===== src/design/chipRamPkg.sv =====
// Shared definitions for the chip RAM SDRAM controller
// SDRAM command encodings, timing and sizing constants
// Vector typedefs, request/response/bus structs, sequencer states
`default_nettype none

package chipRamPkg;

    //////////////////////////////////////////////////
    // Widths and vector types
    //////////////////////////////////////////////////

    typedef logic [18:0] chipAddrT;
    // Upper address bits select the row
    typedef logic [9:0]  rowAddrT;
    // Lower address bits select the column
    typedef logic [8:0]  colAddrT;
    typedef logic [15:0] ramDataT;
    typedef logic [1:0]  byteEnT;
    typedef logic [10:0] sdramAddrT;
    // Bit order: chip select, RAS, CAS, WE (all active low)
    typedef logic [3:0]  sdramCmdT;
    typedef logic        reqSrcT;

    localparam reqSrcT SRC_DMA = 1'b0;
    localparam reqSrcT SRC_CPU = 1'b1;

    //////////////////////////////////////////////////
    // SDRAM commands
    //////////////////////////////////////////////////

    localparam sdramCmdT CMD_NOP       = 4'b1111;
    localparam sdramCmdT CMD_PRECHARGE = 4'b0010;
    localparam sdramCmdT CMD_ACTIVATE  = 4'b0011;
    localparam sdramCmdT CMD_READ      = 4'b0101;
    localparam sdramCmdT CMD_WRITE     = 4'b0100;
    localparam sdramCmdT CMD_REFRESH   = 4'b0001;
    localparam sdramCmdT CMD_MODE      = 4'b0000;

    // A10 high closes every bank
    localparam sdramAddrT PRECHARGE_ALL = 11'b100_0000_0000;
    // CAS latency 2, sequential, burst length 1
    localparam sdramAddrT MODE_WORD     = 11'b000_0010_0000;

    // Timing in C1 cycles
    localparam int T_RCD       = 2;
    localparam int CAS_LATENCY = 2;
    localparam int T_RP        = 2;
    localparam int T_RFC       = 5;
    // Short interval so simulation sees several refreshes
    localparam int REFRESH_INTERVAL = 60;
    localparam int REFRESH_CNT_W    = $clog2(REFRESH_INTERVAL);

    // Queue depth doubles as the starting credit count (power of two)
    localparam int QUEUE_DEPTH = 2;
    localparam int QPTR_W      = $clog2(QUEUE_DEPTH);
    localparam int QCNT_W      = $clog2(QUEUE_DEPTH + 1);

    //////////////////////////////////////////////////
    // Structs and states
    //////////////////////////////////////////////////

    typedef struct packed {
        logic     write;
        chipAddrT addr;
        ramDataT  wrData;
        byteEnT   byteEn;
    } ramReqT;

    typedef struct packed {
        logic    valid;
        reqSrcT  src;
        ramDataT rdData;
    } ramRespT;

    // dqm follows SDRAM DQM polarity, a high bit masks that byte
    typedef struct packed {
        sdramCmdT  cmd;
        sdramAddrT addr;
        ramDataT   wrData;
        logic      dqOe;
        byteEnT    dqm;
    } sdramBusT;

    typedef enum logic [2:0] {
        INIT_PRECHARGE,
        INIT_MODE,
        INIT_REFRESH,
        IDLE,
        ACTIVATE,
        ACCESS_CMD,
        PRECHARGE_WAIT,
        REFRESH_WAIT
    } seqStateT;

endpackage

`default_nettype wire

===== src/design/chipRamTop.sv =====
// Chip RAM controller top level
// Two credit queues, refresh timer, sequencer and SDRAM bus register
`default_nettype none

module chipRamTop
    import chipRamPkg::*;
(
    input  logic     C1,
    input  logic     REFRESH_RST,
    input  logic     dmaReqValid,
    input  ramReqT   dmaReq,
    input  logic     cpuReqValid,
    input  ramReqT   cpuReq,
    input  ramDataT  sdramDq,
    output logic     dmaCredit,
    output logic     cpuCredit,
    output ramRespT  resp,
    output sdramBusT sdramBus,
    output logic     initDone
);

    logic       dmaHeadValid;
    ramReqT     dmaHead;
    logic       dmaDeq;
    logic       cpuHeadValid;
    ramReqT     cpuHead;
    logic       cpuDeq;
    logic       refreshDue;
    logic       refreshAck;
    seqStateT   seqState;
    ramReqT     curReq;
    logic [3:0] waitCount;

    //////////////////////////////////////////////////
    // Request queues
    //////////////////////////////////////////////////

    requestQueue dmaQueue (
        .C1           (C1),
        .REFRESH_RST  (REFRESH_RST),
        .reqValid     (dmaReqValid),
        .reqData      (dmaReq),
        .deq          (dmaDeq),
        .headValid    (dmaHeadValid),
        .headReq      (dmaHead),
        .creditReturn (dmaCredit)
    );

    requestQueue cpuQueue (
        .C1           (C1),
        .REFRESH_RST  (REFRESH_RST),
        .reqValid     (cpuReqValid),
        .reqData      (cpuReq),
        .deq          (cpuDeq),
        .headValid    (cpuHeadValid),
        .headReq      (cpuHead),
        .creditReturn (cpuCredit)
    );

    //////////////////////////////////////////////////
    // Refresh, sequencing and pin register
    //////////////////////////////////////////////////

    refreshTimer refreshTimer (
        .C1          (C1),
        .REFRESH_RST (REFRESH_RST),
        .initDone    (initDone),
        .refreshAck  (refreshAck),
        .refreshDue  (refreshDue)
    );

    sdramSequencer sdramSequencer (
        .C1           (C1),
        .REFRESH_RST  (REFRESH_RST),
        .dmaHeadValid (dmaHeadValid),
        .dmaHead      (dmaHead),
        .cpuHeadValid (cpuHeadValid),
        .cpuHead      (cpuHead),
        .refreshDue   (refreshDue),
        .sdramDq      (sdramDq),
        .dmaDeq       (dmaDeq),
        .cpuDeq       (cpuDeq),
        .refreshAck   (refreshAck),
        .seqState     (seqState),
        .curReq       (curReq),
        .waitCount    (waitCount),
        .initDone     (initDone),
        .resp         (resp)
    );

    sdramAddressMux sdramAddressMux (
        .C1          (C1),
        .REFRESH_RST (REFRESH_RST),
        .seqState    (seqState),
        .waitCount   (waitCount),
        .curReq      (curReq),
        .sdramBus    (sdramBus)
    );

endmodule

`default_nettype wire


===== src/design/sdramAddressMux.sv =====
// SDRAM pin driver
// Decodes command from sequencer state, selects address and write data
// Registers the whole SDRAM bus
`default_nettype none

module sdramAddressMux
    import chipRamPkg::*;
(
    input  logic       C1,
    input  logic       REFRESH_RST,
    input  seqStateT   seqState,
    input  logic [3:0] waitCount,
    input  ramReqT     curReq,
    output sdramBusT   sdramBus
);

    sdramCmdT  cmd;
    sdramAddrT addr;
    rowAddrT   rowAddr;
    colAddrT   colAddr;
    logic      isWrite;

    // Fixed row/column split of the word address
    assign rowAddr = curReq.addr[$bits(chipAddrT)-1 -: $bits(rowAddrT)];
    assign colAddr = curReq.addr[$bits(colAddrT)-1:0];

    // Command only on the first cycle of a state
    always_comb begin
        cmd = CMD_NOP;
        if (waitCount == '0) begin
            case (seqState)
                INIT_PRECHARGE, PRECHARGE_WAIT: cmd = CMD_PRECHARGE;
                INIT_MODE:                      cmd = CMD_MODE;
                INIT_REFRESH, REFRESH_WAIT:     cmd = CMD_REFRESH;
                ACTIVATE:                       cmd = CMD_ACTIVATE;
                ACCESS_CMD:                     cmd = curReq.write ? CMD_WRITE : CMD_READ;
                default:                        cmd = CMD_NOP;
            endcase
        end
    end

    // Address by command
    always_comb begin
        case (cmd)
            CMD_PRECHARGE:       addr = PRECHARGE_ALL;
            CMD_MODE:            addr = MODE_WORD;
            CMD_ACTIVATE:        addr = sdramAddrT'(rowAddr);
            CMD_READ, CMD_WRITE: addr = sdramAddrT'(colAddr);
            default:             addr = '0;
        endcase
    end

    assign isWrite = (cmd == CMD_WRITE);

    always_ff @(posedge C1 or posedge REFRESH_RST) begin
        if (REFRESH_RST) begin
            sdramBus <= '{cmd: CMD_NOP, default: '0};
        end else begin
            sdramBus.cmd    <= cmd;
            sdramBus.addr   <= addr;
            sdramBus.wrData <= curReq.wrData;
            // Drive DQ and mask lanes only on writes
            sdramBus.dqOe   <= isWrite;
            sdramBus.dqm    <= isWrite ? ~curReq.byteEn : '0;
        end
    end

endmodule

`default_nettype wire


===== src/design/sdramSequencer.sv =====
// SDRAM sequencer FSM
// Power-up init, DMA/refresh/CPU arbitration, access phase timing
// Read data capture and response generation
`default_nettype none

module sdramSequencer
    import chipRamPkg::*;
(
    input  logic       C1,
    input  logic       REFRESH_RST,
    input  logic       dmaHeadValid,
    input  ramReqT     dmaHead,
    input  logic       cpuHeadValid,
    input  ramReqT     cpuHead,
    input  logic       refreshDue,
    input  ramDataT    sdramDq,
    output logic       dmaDeq,
    output logic       cpuDeq,
    output logic       refreshAck,
    output seqStateT   seqState,
    output ramReqT     curReq,
    output logic [3:0] waitCount,
    output logic       initDone,
    output ramRespT    resp
);

    logic    grantDma;
    logic    grantRef;
    logic    grantCpu;
    logic    initRefreshSeen;
    logic    readSample;
    logic    capValid;
    reqSrcT  curSrc;
    reqSrcT  capSrc;
    ramDataT capData;

    //////////////////////////////////////////////////
    // Arbitration, DMA first, then refresh, then CPU
    //////////////////////////////////////////////////

    assign grantDma = (seqState == IDLE) && dmaHeadValid;
    assign grantRef = (seqState == IDLE) && !dmaHeadValid && refreshDue;
    assign grantCpu = (seqState == IDLE) && !dmaHeadValid && !refreshDue && cpuHeadValid;

    assign dmaDeq     = grantDma;
    assign cpuDeq     = grantCpu;
    assign refreshAck = grantRef;

    // Bus command lags state entry by one cycle (mux register)
    // Data is valid CAS_LATENCY edges after READ reaches the bus
    // Relies on CAS_LATENCY <= T_RP so sampling lands inside PRECHARGE_WAIT
    assign readSample = (seqState == PRECHARGE_WAIT) &&
                        (waitCount == 4'(CAS_LATENCY - 1)) && !curReq.write;

    //////////////////////////////////////////////////
    // State machine
    //////////////////////////////////////////////////

    always_ff @(posedge C1 or posedge REFRESH_RST) begin
        if (REFRESH_RST) begin
            seqState        <= INIT_PRECHARGE;
            waitCount       <= '0;
            initRefreshSeen <= 1'b0;
            initDone        <= 1'b0;
        end else begin
            waitCount <= waitCount + 1'b1;
            case (seqState)
                INIT_PRECHARGE: begin
                    if (waitCount == 4'(T_RP - 1)) begin
                        seqState  <= INIT_MODE;
                        waitCount <= '0;
                    end
                end
                INIT_MODE: begin
                    // Mode register settle, tMRD taken equal to tRP
                    if (waitCount == 4'(T_RP - 1)) begin
                        seqState  <= INIT_REFRESH;
                        waitCount <= '0;
                    end
                end
                INIT_REFRESH: begin
                    // Re-entering with count 0 issues the second refresh
                    if (waitCount == 4'(T_RFC - 1)) begin
                        waitCount       <= '0;
                        initRefreshSeen <= 1'b1;
                        if (initRefreshSeen) begin
                            seqState <= IDLE;
                            initDone <= 1'b1;
                        end
                    end
                end
                IDLE: begin
                    waitCount <= '0;
                    if (grantDma || grantCpu) begin
                        seqState <= ACTIVATE;
                    end else if (grantRef) begin
                        seqState <= REFRESH_WAIT;
                    end
                end
                ACTIVATE: begin
                    // Row open to column command
                    if (waitCount == 4'(T_RCD - 1)) begin
                        seqState  <= ACCESS_CMD;
                        waitCount <= '0;
                    end
                end
                ACCESS_CMD: begin
                    seqState  <= PRECHARGE_WAIT;
                    waitCount <= '0;
                end
                PRECHARGE_WAIT: begin
                    if (waitCount == 4'(T_RP - 1)) begin
                        seqState  <= IDLE;
                        waitCount <= '0;
                    end
                end
                REFRESH_WAIT: begin
                    if (waitCount == 4'(T_RFC - 1)) begin
                        seqState  <= IDLE;
                        waitCount <= '0;
                    end
                end
                default: begin
                    seqState  <= IDLE;
                    waitCount <= '0;
                end
            endcase
        end
    end

    //////////////////////////////////////////////////
    // Request latch and read capture
    //////////////////////////////////////////////////

    always_ff @(posedge C1) begin
        if (grantDma) begin
            curReq <= dmaHead;
            curSrc <= SRC_DMA;
        end else if (grantCpu) begin
            curReq <= cpuHead;
            curSrc <= SRC_CPU;
        end
        if (readSample) begin
            capData <= sdramDq;
            capSrc  <= curSrc;
        end
    end

    // Response one edge after the sample
    always_ff @(posedge C1 or posedge REFRESH_RST) begin
        if (REFRESH_RST) begin
            capValid <= 1'b0;
            resp     <= '0;
        end else begin
            capValid <= readSample;
            resp     <= '{valid: capValid, src: capSrc, rdData: capData};
        end
    end

    // One grant per cycle across both queues and the refresh timer
    singleGrant: assert property (
        @(posedge C1) disable iff (REFRESH_RST)
        $onehot0({dmaDeq, cpuDeq, refreshAck})
    );

endmodule

`default_nettype wire


===== src/design/requestQueue.sv =====
// Two-entry request FIFO for one requester
// Hands the oldest entry to the sequencer and returns a credit per dequeue
`default_nettype none

module requestQueue
    import chipRamPkg::*;
(
    input  logic   C1,
    input  logic   REFRESH_RST,
    input  logic   reqValid,
    input  ramReqT reqData,
    input  logic   deq,
    output logic   headValid,
    output ramReqT headReq,
    output logic   creditReturn
);

    ramReqT              entries [QUEUE_DEPTH];
    logic [QPTR_W-1:0]   wrPtr;
    logic [QPTR_W-1:0]   rdPtr;
    logic [QCNT_W-1:0]   count;

    // Entry storage, no reset needed
    always_ff @(posedge C1) begin
        if (reqValid) begin
            entries[wrPtr] <= reqData;
        end
    end

    always_ff @(posedge C1 or posedge REFRESH_RST) begin
        if (REFRESH_RST) begin
            wrPtr        <= '0;
            rdPtr        <= '0;
            count        <= '0;
            creditReturn <= 1'b0;
        end else begin
            // Pointers wrap naturally, depth is a power of two
            if (reqValid) begin
                wrPtr <= wrPtr + 1'b1;
            end
            if (deq) begin
                rdPtr <= rdPtr + 1'b1;
            end
            case ({reqValid, deq})
                2'b10:   count <= count + 1'b1;
                2'b01:   count <= count - 1'b1;
                default: count <= count;
            endcase
            // Credit goes back one cycle after the entry leaves
            creditReturn <= deq;
        end
    end

    assign headValid = (count != '0);
    assign headReq   = entries[rdPtr];

    // Credits keep the requester from writing into a full queue
    noWriteWhenFull: assert property (
        @(posedge C1) disable iff (REFRESH_RST)
        reqValid |-> (count != QCNT_W'(QUEUE_DEPTH))
    );

    // Sequencer takes only what is there
    noDeqWhenEmpty: assert property (
        @(posedge C1) disable iff (REFRESH_RST)
        deq |-> headValid
    );

endmodule

`default_nettype wire


===== src/design/refreshTimer.sv =====
// Periodic refresh request generator
// Counts C1 cycles after init and holds a due flag until acknowledged
`default_nettype none

module refreshTimer
    import chipRamPkg::*;
(
    input  logic C1,
    input  logic REFRESH_RST,
    input  logic initDone,
    input  logic refreshAck,
    output logic refreshDue
);

    logic [REFRESH_CNT_W-1:0] refreshCount;

    always_ff @(posedge C1 or posedge REFRESH_RST) begin
        if (REFRESH_RST) begin
            refreshCount <= '0;
            refreshDue   <= 1'b0;
        end else if (refreshAck) begin
            // Served, start a fresh interval
            refreshCount <= '0;
            refreshDue   <= 1'b0;
        end else if (initDone && !refreshDue) begin
            if (refreshCount == REFRESH_CNT_W'(REFRESH_INTERVAL - 1)) begin
                // Interval elapsed, flag stays up until the sequencer gets to it
                refreshDue <= 1'b1;
            end else begin
                refreshCount <= refreshCount + 1'b1;
            end
        end
    end

    // Sequencer may only acknowledge a pending refresh
    ackOnlyWhenDue: assert property (
        @(posedge C1) disable iff (REFRESH_RST)
        refreshAck |-> refreshDue
    );

endmodule

`default_nettype wire


===== config.mk =====
export PLATFORM = sky130hd
export DESIGN_NAME = chipRamTop
export DESIGN_NICKNAME = d
export VERILOG_FILES = /design/src/design/chipRamPkg.sv /design/src/design/chipRamTop.sv /design/src/design/sdramAddressMux.sv /design/src/design/sdramSequencer.sv /design/src/design/requestQueue.sv /design/src/design/refreshTimer.sv
export SDC_FILE = /design/constraint.sdc
export NUM_CORES = 1
export LEC_CHECK = 0
export ABC_CLOCK_PERIOD_IN_PS = 7500
export BUFFER_PORTS_ARGS = -buffer_cell sky130_fd_sc_hd__buf_2
export CAP_MARGIN = 20
export CORE_MARGIN = 10
export CORE_UTILIZATION = 61
export DETAILED_ROUTE_END_ITERATION = 10
export GPL_TIMING_DRIVEN = 1
export PLACE_DENSITY_LB_ADDON = 0.25
export SKIP_LAST_GASP = 1
export SLEW_MARGIN = 20
export SYNTH_ARGS = -nofsm -noshare
export SYNTH_HDL_FRONTEND = slang
export SYNTH_HIERARCHICAL = 1
export SYNTH_SLANG_ARGS = --single-unit

===== constraint.sdc =====
create_clock -name C1 -period 7.5 [get_ports C1]
set_input_delay 1.5 -clock C1 [delete_from_list [all_inputs] [get_ports C1]]
set_output_delay 1.5 -clock C1 [all_outputs]
set_load 0.02 [all_outputs]

Word level (Yosys, flattened, before mapping). Memory sizes are Yosys's and may differ from the RTL's. Index checks and enable logic that the tools add are counted.

Reductions and logical operators: 32. Mux-type cells: 32. $add $sub $neg: 10. Equal/unequal tests: 27. Bitwise logic cells: 1.

Operators with widths (count): 38-bit 2-to-1 mux (2); 11-bit case mux with 4 select lines (1); 3-bit 2-to-1 mux (9); 3-bit case mux with 8 select lines (1); 4-bit case mux with 5 select lines (1); 6-bit 2-to-1 mux (3); 2-bit != test (second input constant) (8); 2-bit nonzero test (7); 3-bit equality test (second input constant) (4); 4-bit by 3-bit equality test with 1-bit output (second input constant) (3); 4-bit 2-to-1 mux (3); 4-bit case mux with 3 select lines (1); 4-bit by 2-bit equality test with 1-bit output (second input constant) (2); 1-bit logical AND (8); 4-bit zero test (2); 1-bit 2-to-1 mux (8); 2-bit case mux with 2 select lines (2); 8-bit AND reduction (1); 2-bit OR reduction (4); 6-bit by 1-bit adder with 6-bit output (second input constant) (1); 3-bit by 2-bit equality test with 1-bit output (second input constant) (2); 6-bit equality test (second input constant) (1); 2-bit AND reduction (3); 1-bit adder (second input constant) (4); other kinds (15) (21).

Memories kept: 2. Output and inout port bits: 55. Logic and storage cells: 134. Flip-flop bits (word level): 135. Input port bits: 96. Bits in writable memories: 152.

Memory list: cpuQueue.entries (depth 2, bits a word 38, read ports 1, clocked after Yosys merged registers in 0, wr ports 1, line requestQueue.sv:18) `ramReqT entries [QUEUE_DEPTH];`; dmaQueue.entries (depth 2, bits a word 38, read ports 1, clocked after Yosys merged registers in 0, wr ports 1, line requestQueue.sv:18).

Depth between registers and ports, before layout.
Depth after elaboration: 8. Gate-level depth with buffers: 8. Gate-level depth less buffers: 7.

Cells and area by module. Netlist, hierarchy kept.

By module, submodules not included: requestQueue (seq. area each 2407.3 um^2, cells an instance 135, times used 2, area an instance 2997.9 um^2); sdramSequencer (seq. area each 2372.3 um^2, cells an instance 179, times used 1, area an instance 3199.3 um^2); sdramAddressMux (seq. area each 855.8 um^2, cells an instance 78, times used 1, area an instance 1143.6 um^2); refreshTimer (seq. area each 175.2 um^2, cells an instance 44, times used 1, area an instance 424.2 um^2).

Worst setup path after synthesis. No wires, ideal clock.

Path type: in2reg. Start: input cpuReqValid. End: memory cpuQueue/entries[0][0] in the netlist's numbering (enable). Required time: 7.066 ns. Arrival time: 3.156 ns. Stages: 2. Path slack: 3.910 ns. Cells stage by stage: inv_1 > nor2_1.

Cells in the longest elaborated chain, start to end: 2.

Ends and longest elaborated chain: from (decl) (line chipRamTop.sv:12) `input logic cpuReqValid,`; 1-bit 2-to-1 mux (line requestQueue.sv:25) `if (reqValid) begin`; 1-bit 2-to-1 mux (not written as such) (line requestQueue.sv:26) `entries[wrPtr] <= reqData;`; to (decl) (line requestQueue.sv:18).

No other way between the ends.

Worst setup path in the final report.
Start: register sdramSequencer.seqState[0]. End: register, netlist name sdramSequencer/curReq[23].

Elaborated cells between the ends (all ways): 6. Those cells by class: eq/ne (1); reduce/logical (5).

RTL lines: from (decl) (line sdramSequencer.sv:20) `output seqStateT seqState,`; from (signal assigned) (line sdramSequencer.sv:61) `seqState <= INIT_PRECHARGE;`; from (signal assigned) (line sdramSequencer.sv:70) `seqState <= INIT_MODE;`; from (signal assigned) (line sdramSequencer.sv:77) `seqState <= INIT_REFRESH;`; 3-bit by 2-bit equality test with 1-bit output (line sdramSequencer.sv:41) `assign grantDma = (seqState == IDLE) && dmaHeadValid;`; 1-bit logical AND (line sdramSequencer.sv:41); named net dmaDeq (line chipRamTop.sv:24) `logic dmaDeq;`; 2-bit nonzero test (no line).

The timed path passes the listed nets, and every way through them passes these cells. A chain may end at the register's enable or synchronous reset.

==> results.md <==
| Metric | Value | Unit |
| --- | --- | --- |
| Outcome | finished clean | - |
| Detailed-routing iteration count for the pre-antenna-repair pass | 4 | - |
| Post-synth net total | 673 | - |
| Post-DP HPWL | 13.5 | mm |
| Met1 usage in global routing | 21.8 | % |
| Cells after DPL | 934 | - |
| Cell area after synthesis | 10,800 | µm² |
| Pin count of the biggest net entering global routing | 40 | - |
| Number of resized instances in the post-cts repair step | 0 | - |
| Maximum level of the CTS H-tree | 1 | - |
| Global-route usage over all layers | 16.9 | % |
| Number of sinks driven by the clock tree | 287 | - |
| Clock Pin Slew Worst Setup and Hold Paths | 0.06 | ns |
| Final setup viols | 0 | - |
| Vias in the first global route | 5,874 | - |
| Startpoint kind of the worst setup timing path | flip-flop | - |
| Unique cell type count in the Yosys netlist | 53 | - |
| Final Hold Viols | 0 | - |
| Dominant delay contributor by cell family on the critical path | simple AND/OR/NAND/NOR gates | - |
| CTS tree | done | - |
| Top post-synthesis cells by area | sky130_fd_sc_hd__edfxtp_1 58%, sky130_fd_sc_hd__dfrtp_1 17%, sky130_fd_sc_hd__mux2_2 9.0% | - |
| Max-slew headroom at the worst pin | 28.8 | % |
| Avg WL per Cell | 20.7 | µm |
| Most common cell in the synthesized netlist | sky130_fd_sc_hd__edfxtp_1 | - |
| GRT Max-Usage Layer | met2 | - |
| Synthesized instance count | 571 | - |
| Area overhead of the layout relative to synthesis | 17.8 | % |
| Worst stage delay on the critical path | 1.03 | ns |
| Top cell types by occurrence after synthesis | 207 x sky130_fd_sc_hd__edfxtp_1, 86 x sky130_fd_sc_hd__mux2_2, 75 x sky130_fd_sc_hd__dfrtp_1 | - |
| Final critical-path share of the clock period | 41.8 | % |
| Critical Path End Type | flip-flop | - |
| Placeable Area | 17,300 | µm² |
| Leakage | 0.00510 | µW |
| Synthesized area per cell | 18.8 | µm² |
| Via total after detailed routing | 5,430 | - |
| Number of buffers added for setup after CTS | 0 | - |
| Count of antenna-violating nets left after detailed routing | 0 | - |
| Fmax | 319 | MHz |
| Hold path startpoint | sdramSequencer/capData[3] | - |
| Final Core Density | 73.3 | % |
| Setup total negative slack | 0 | ns |
| Fin. max-slew vios | 0 | - |
| GRT overflow | 0 | - |
| Layout Cells excl Fill | 986 | - |
| Classification of the worst-slack hold path | flip-flop to flip-flop | - |
| Antenna violations before repair | 0 | - |
| Final weighted congestion in routability-driven placement | 0.828 | - |
| Setup WS post-layout | 4.37 | ns |
| Power per cell area | 363 | nW/µm² |
| Number of buffers added to fix hold violations after cts | 0 | - |
| Critical path peak fanout | 39 | - |
| Worst Reg-to-Reg Cells | 5 | - |
| Number of warnings issued by yosys | 6 | - |
| Critical-path cell list | and3b_1, nand2_2, buf_4, inv_1, or2_2 | - |
| Asr flop ratio synth | 27.5 | % |
| Later-pin clock latency in the skew report | 0.54 | ns |
| Diode count | 0 | - |
| Worst path arrival time | 3.27 | ns |
| #FFs+latches synth | 287 | - |
| Detailed Route Iter0 Violations | 399 | - |
| Endpoint of the worst register-to-register path | sdramSequencer/curReq[23] | - |
| Final Net Count | 841 | - |
| Worst slew pin tran | 1.07 | ns |
| Required arrival time at the worst endpoint | 7.64 | ns |
| Die extent in x | 153 | µm |
| Routed vias/inst | 5.51 | - |
| Share of the synthesized area in the top cell type | 57.8 | % |
| CP max-delay cell | sky130_fd_sc_hd__dfrtp_1 | - |
| Met3 track demand over resource in global routing | 3.76 | % |
| Share of final-layout standard cells stronger than drive strength 1 | 44.4 | % |
| M2 GR Usage | 28.4 | % |
| Number of flops mapped to enable cells by yosys | 207 | - |
| Number of clock buffers inserted by TritonCTS | 28 | - |
| Final worst path period need | 3.13 | ns |
| Die H | 153 | µm |
| Buffers added on ports | 150 | - |
| Layout Skew | 0.0263 | ns |
| Area of the die | 23,400 | µm² |
| Peak ir drop on the vdd network | 0.254 | mV |
| Buffer cell driving the clock tree root | sky130_fd_sc_hd__clkbuf_16 | - |
| Remaining DRCs | 0 | - |
| Initial cell density of the core | 62.2 | % |
| Largest area contributor in the netlist | sky130_fd_sc_hd__edfxtp_1 | - |
| R2r setup slk | 4.37 | ns |
| Class of the most critical setup path | flip-flop to flip-flop | - |
| Commonest register cell after synthesis | sky130_fd_sc_hd__edfxtp_1 | - |
| Num rows | 48 | - |
| Setup repair after global routing missed its margin | false | - |
| Number of max-cap violations | 0 | - |
| Worst min-delay path endpoint | sdramSequencer/resp[3] | - |
| Number of cells on the worst hold path | 0 | - |
| Wirelength, routed | 20.4 | mm |
| Wire length of the first global-routing pass | 31.9 | mm |
| Worst r2r src | sdramSequencer/seqState[0] | - |
| Part of the Yosys area used for sequential elements | 76.4 | % |
| Number of top-level pins | 151 | - |
| CP bufs+invs | 2 | - |
| Number of buffers between clock root and the deepest sink | 3 | - |
| Worst slack after detailed placement | 4.33 | ns |
[sequential cells by signal, indices dropped and copies added (netlist names), 2 cells and up]
| signal | flops |
|---|---|
| cpuQueue/entries | 76 |
| dmaQueue/entries | 76 |
| sdramSequencer/curReq | 38 |
| sdramAddressMux/sdramBus | 34 |
| sdramSequencer/resp | 18 |
| sdramSequencer/capData | 16 |
| refreshTimer/refreshCount | 6 |
| sdramSequencer/waitCount | 4 |
| sdramSequencer/seqState | 3 |
| cpuQueue/count | 2 |
| dmaQueue/count | 2 |
[layout by cell type (no fill, tap or decap), types with 5 or more instances in the layout]
cell type                   synthesis  final
sky130_fd_sc_hd__mux2_4            30     30
sky130_fd_sc_hd__inv_1             17     15
sky130_fd_sc_hd__buf_2              6    150
sky130_fd_sc_hd__xnor2_1            5      5
sky130_fd_sc_hd__clkbuf_1           0      6
sky130_fd_sc_hd__clkinv_2           0      5
sky130_fd_sc_hd__ha_1               6      6
sky130_fd_sc_hd__edfxtp_1         207    207
sky130_fd_sc_hd__nor2_1            24     22
sky130_fd_sc_hd__a21oi_1            6      6
sky130_fd_sc_hd__nand2_1           14     13
sky130_fd_sc_hd__xor2_1             9      9
sky130_fd_sc_hd__dfrtp_1           75     73
sky130_fd_sc_hd__clkbuf_16          0     28
sky130_fd_sc_hd__nor2b_1            7      7
sky130_fd_sc_hd__mux2_2            86     86
sky130_fd_sc_hd__mux2i_1            8      8
[power by group]
group	internal [µW]	switching, µW
sequential	2080	220
combinational	472	430
clock	837	558
[worst register-to-register path, delay by kind of cell, from the launching register on]
kind          cells  cell delay (ns)
buf+inv           2             0.53
flops             1             1.03
simple gates      3             1.18
[metrics by stage]
| step | area, µm² | hold WS (ns) | power [µW] |
|---|---|---|---|
| after floorplan | 10800 | 0.331 | 2980 |
| after global placement | 11700 | 0.330 | 3180 |
| after detailed placement | 11700 | 0.334 | 3250 |
| after CTS | 12700 | 0.347 | 4650 |
| after global routing | 12700 | 0.350 | 4810 |
| final | 12700 | 0.346 | 4600 |
[cell type report]
cell class / instances / area [µm²]
Fill cell: 1030 / 4620
Clock buffer: 35 / 737
Sequential cell: 287 / 8220
Tap cell: 225 / 282
Clock inverter: 17 / 204
Timing Repair Buffer: 154 / 801
Multi-Input combinational cell: 251 / 2370
Inverter: 17 / 63.8
[how the worst max path moves through the flow]
stage                                      to                       start  cells after the start
floorplan              cpuQueue/entries[0][0]                 cpuReqValid                      2
global placement    sdramSequencer/curReq[33]  sdramSequencer/seqState[0]                      5
detailed placement  sdramSequencer/curReq[19]  sdramSequencer/seqState[0]                      5
CTS                 sdramSequencer/curReq[32]  sdramSequencer/seqState[0]                      5
global route        sdramSequencer/curReq[37]  sdramSequencer/seqState[0]                      5
finish              sdramSequencer/curReq[23]  sdramSequencer/seqState[0]                      5
[cell families after synthesis]
kind of cell / count (synthesis) / synth area share [%]
muxes: 125 / 14.0
AOI/OAI and AO/OA: 24 / 1.56
buffers and inverters: 33 / 1.85
and+or+nand+nor: 82 / 4.37
adders and majority gates: 6 / 0.697
xor gates and xnor gates: 14 / 1.14
DFF: 287 / 76.4
[routing by layer]
metal,up-vias,routed length (µm)
li1,2486,-
met1,2717,8600
met2,196,10300
met3,31,1260
met4,0,336
met5,-,0
No activity file was read; power rests on OpenSTA's default activity.
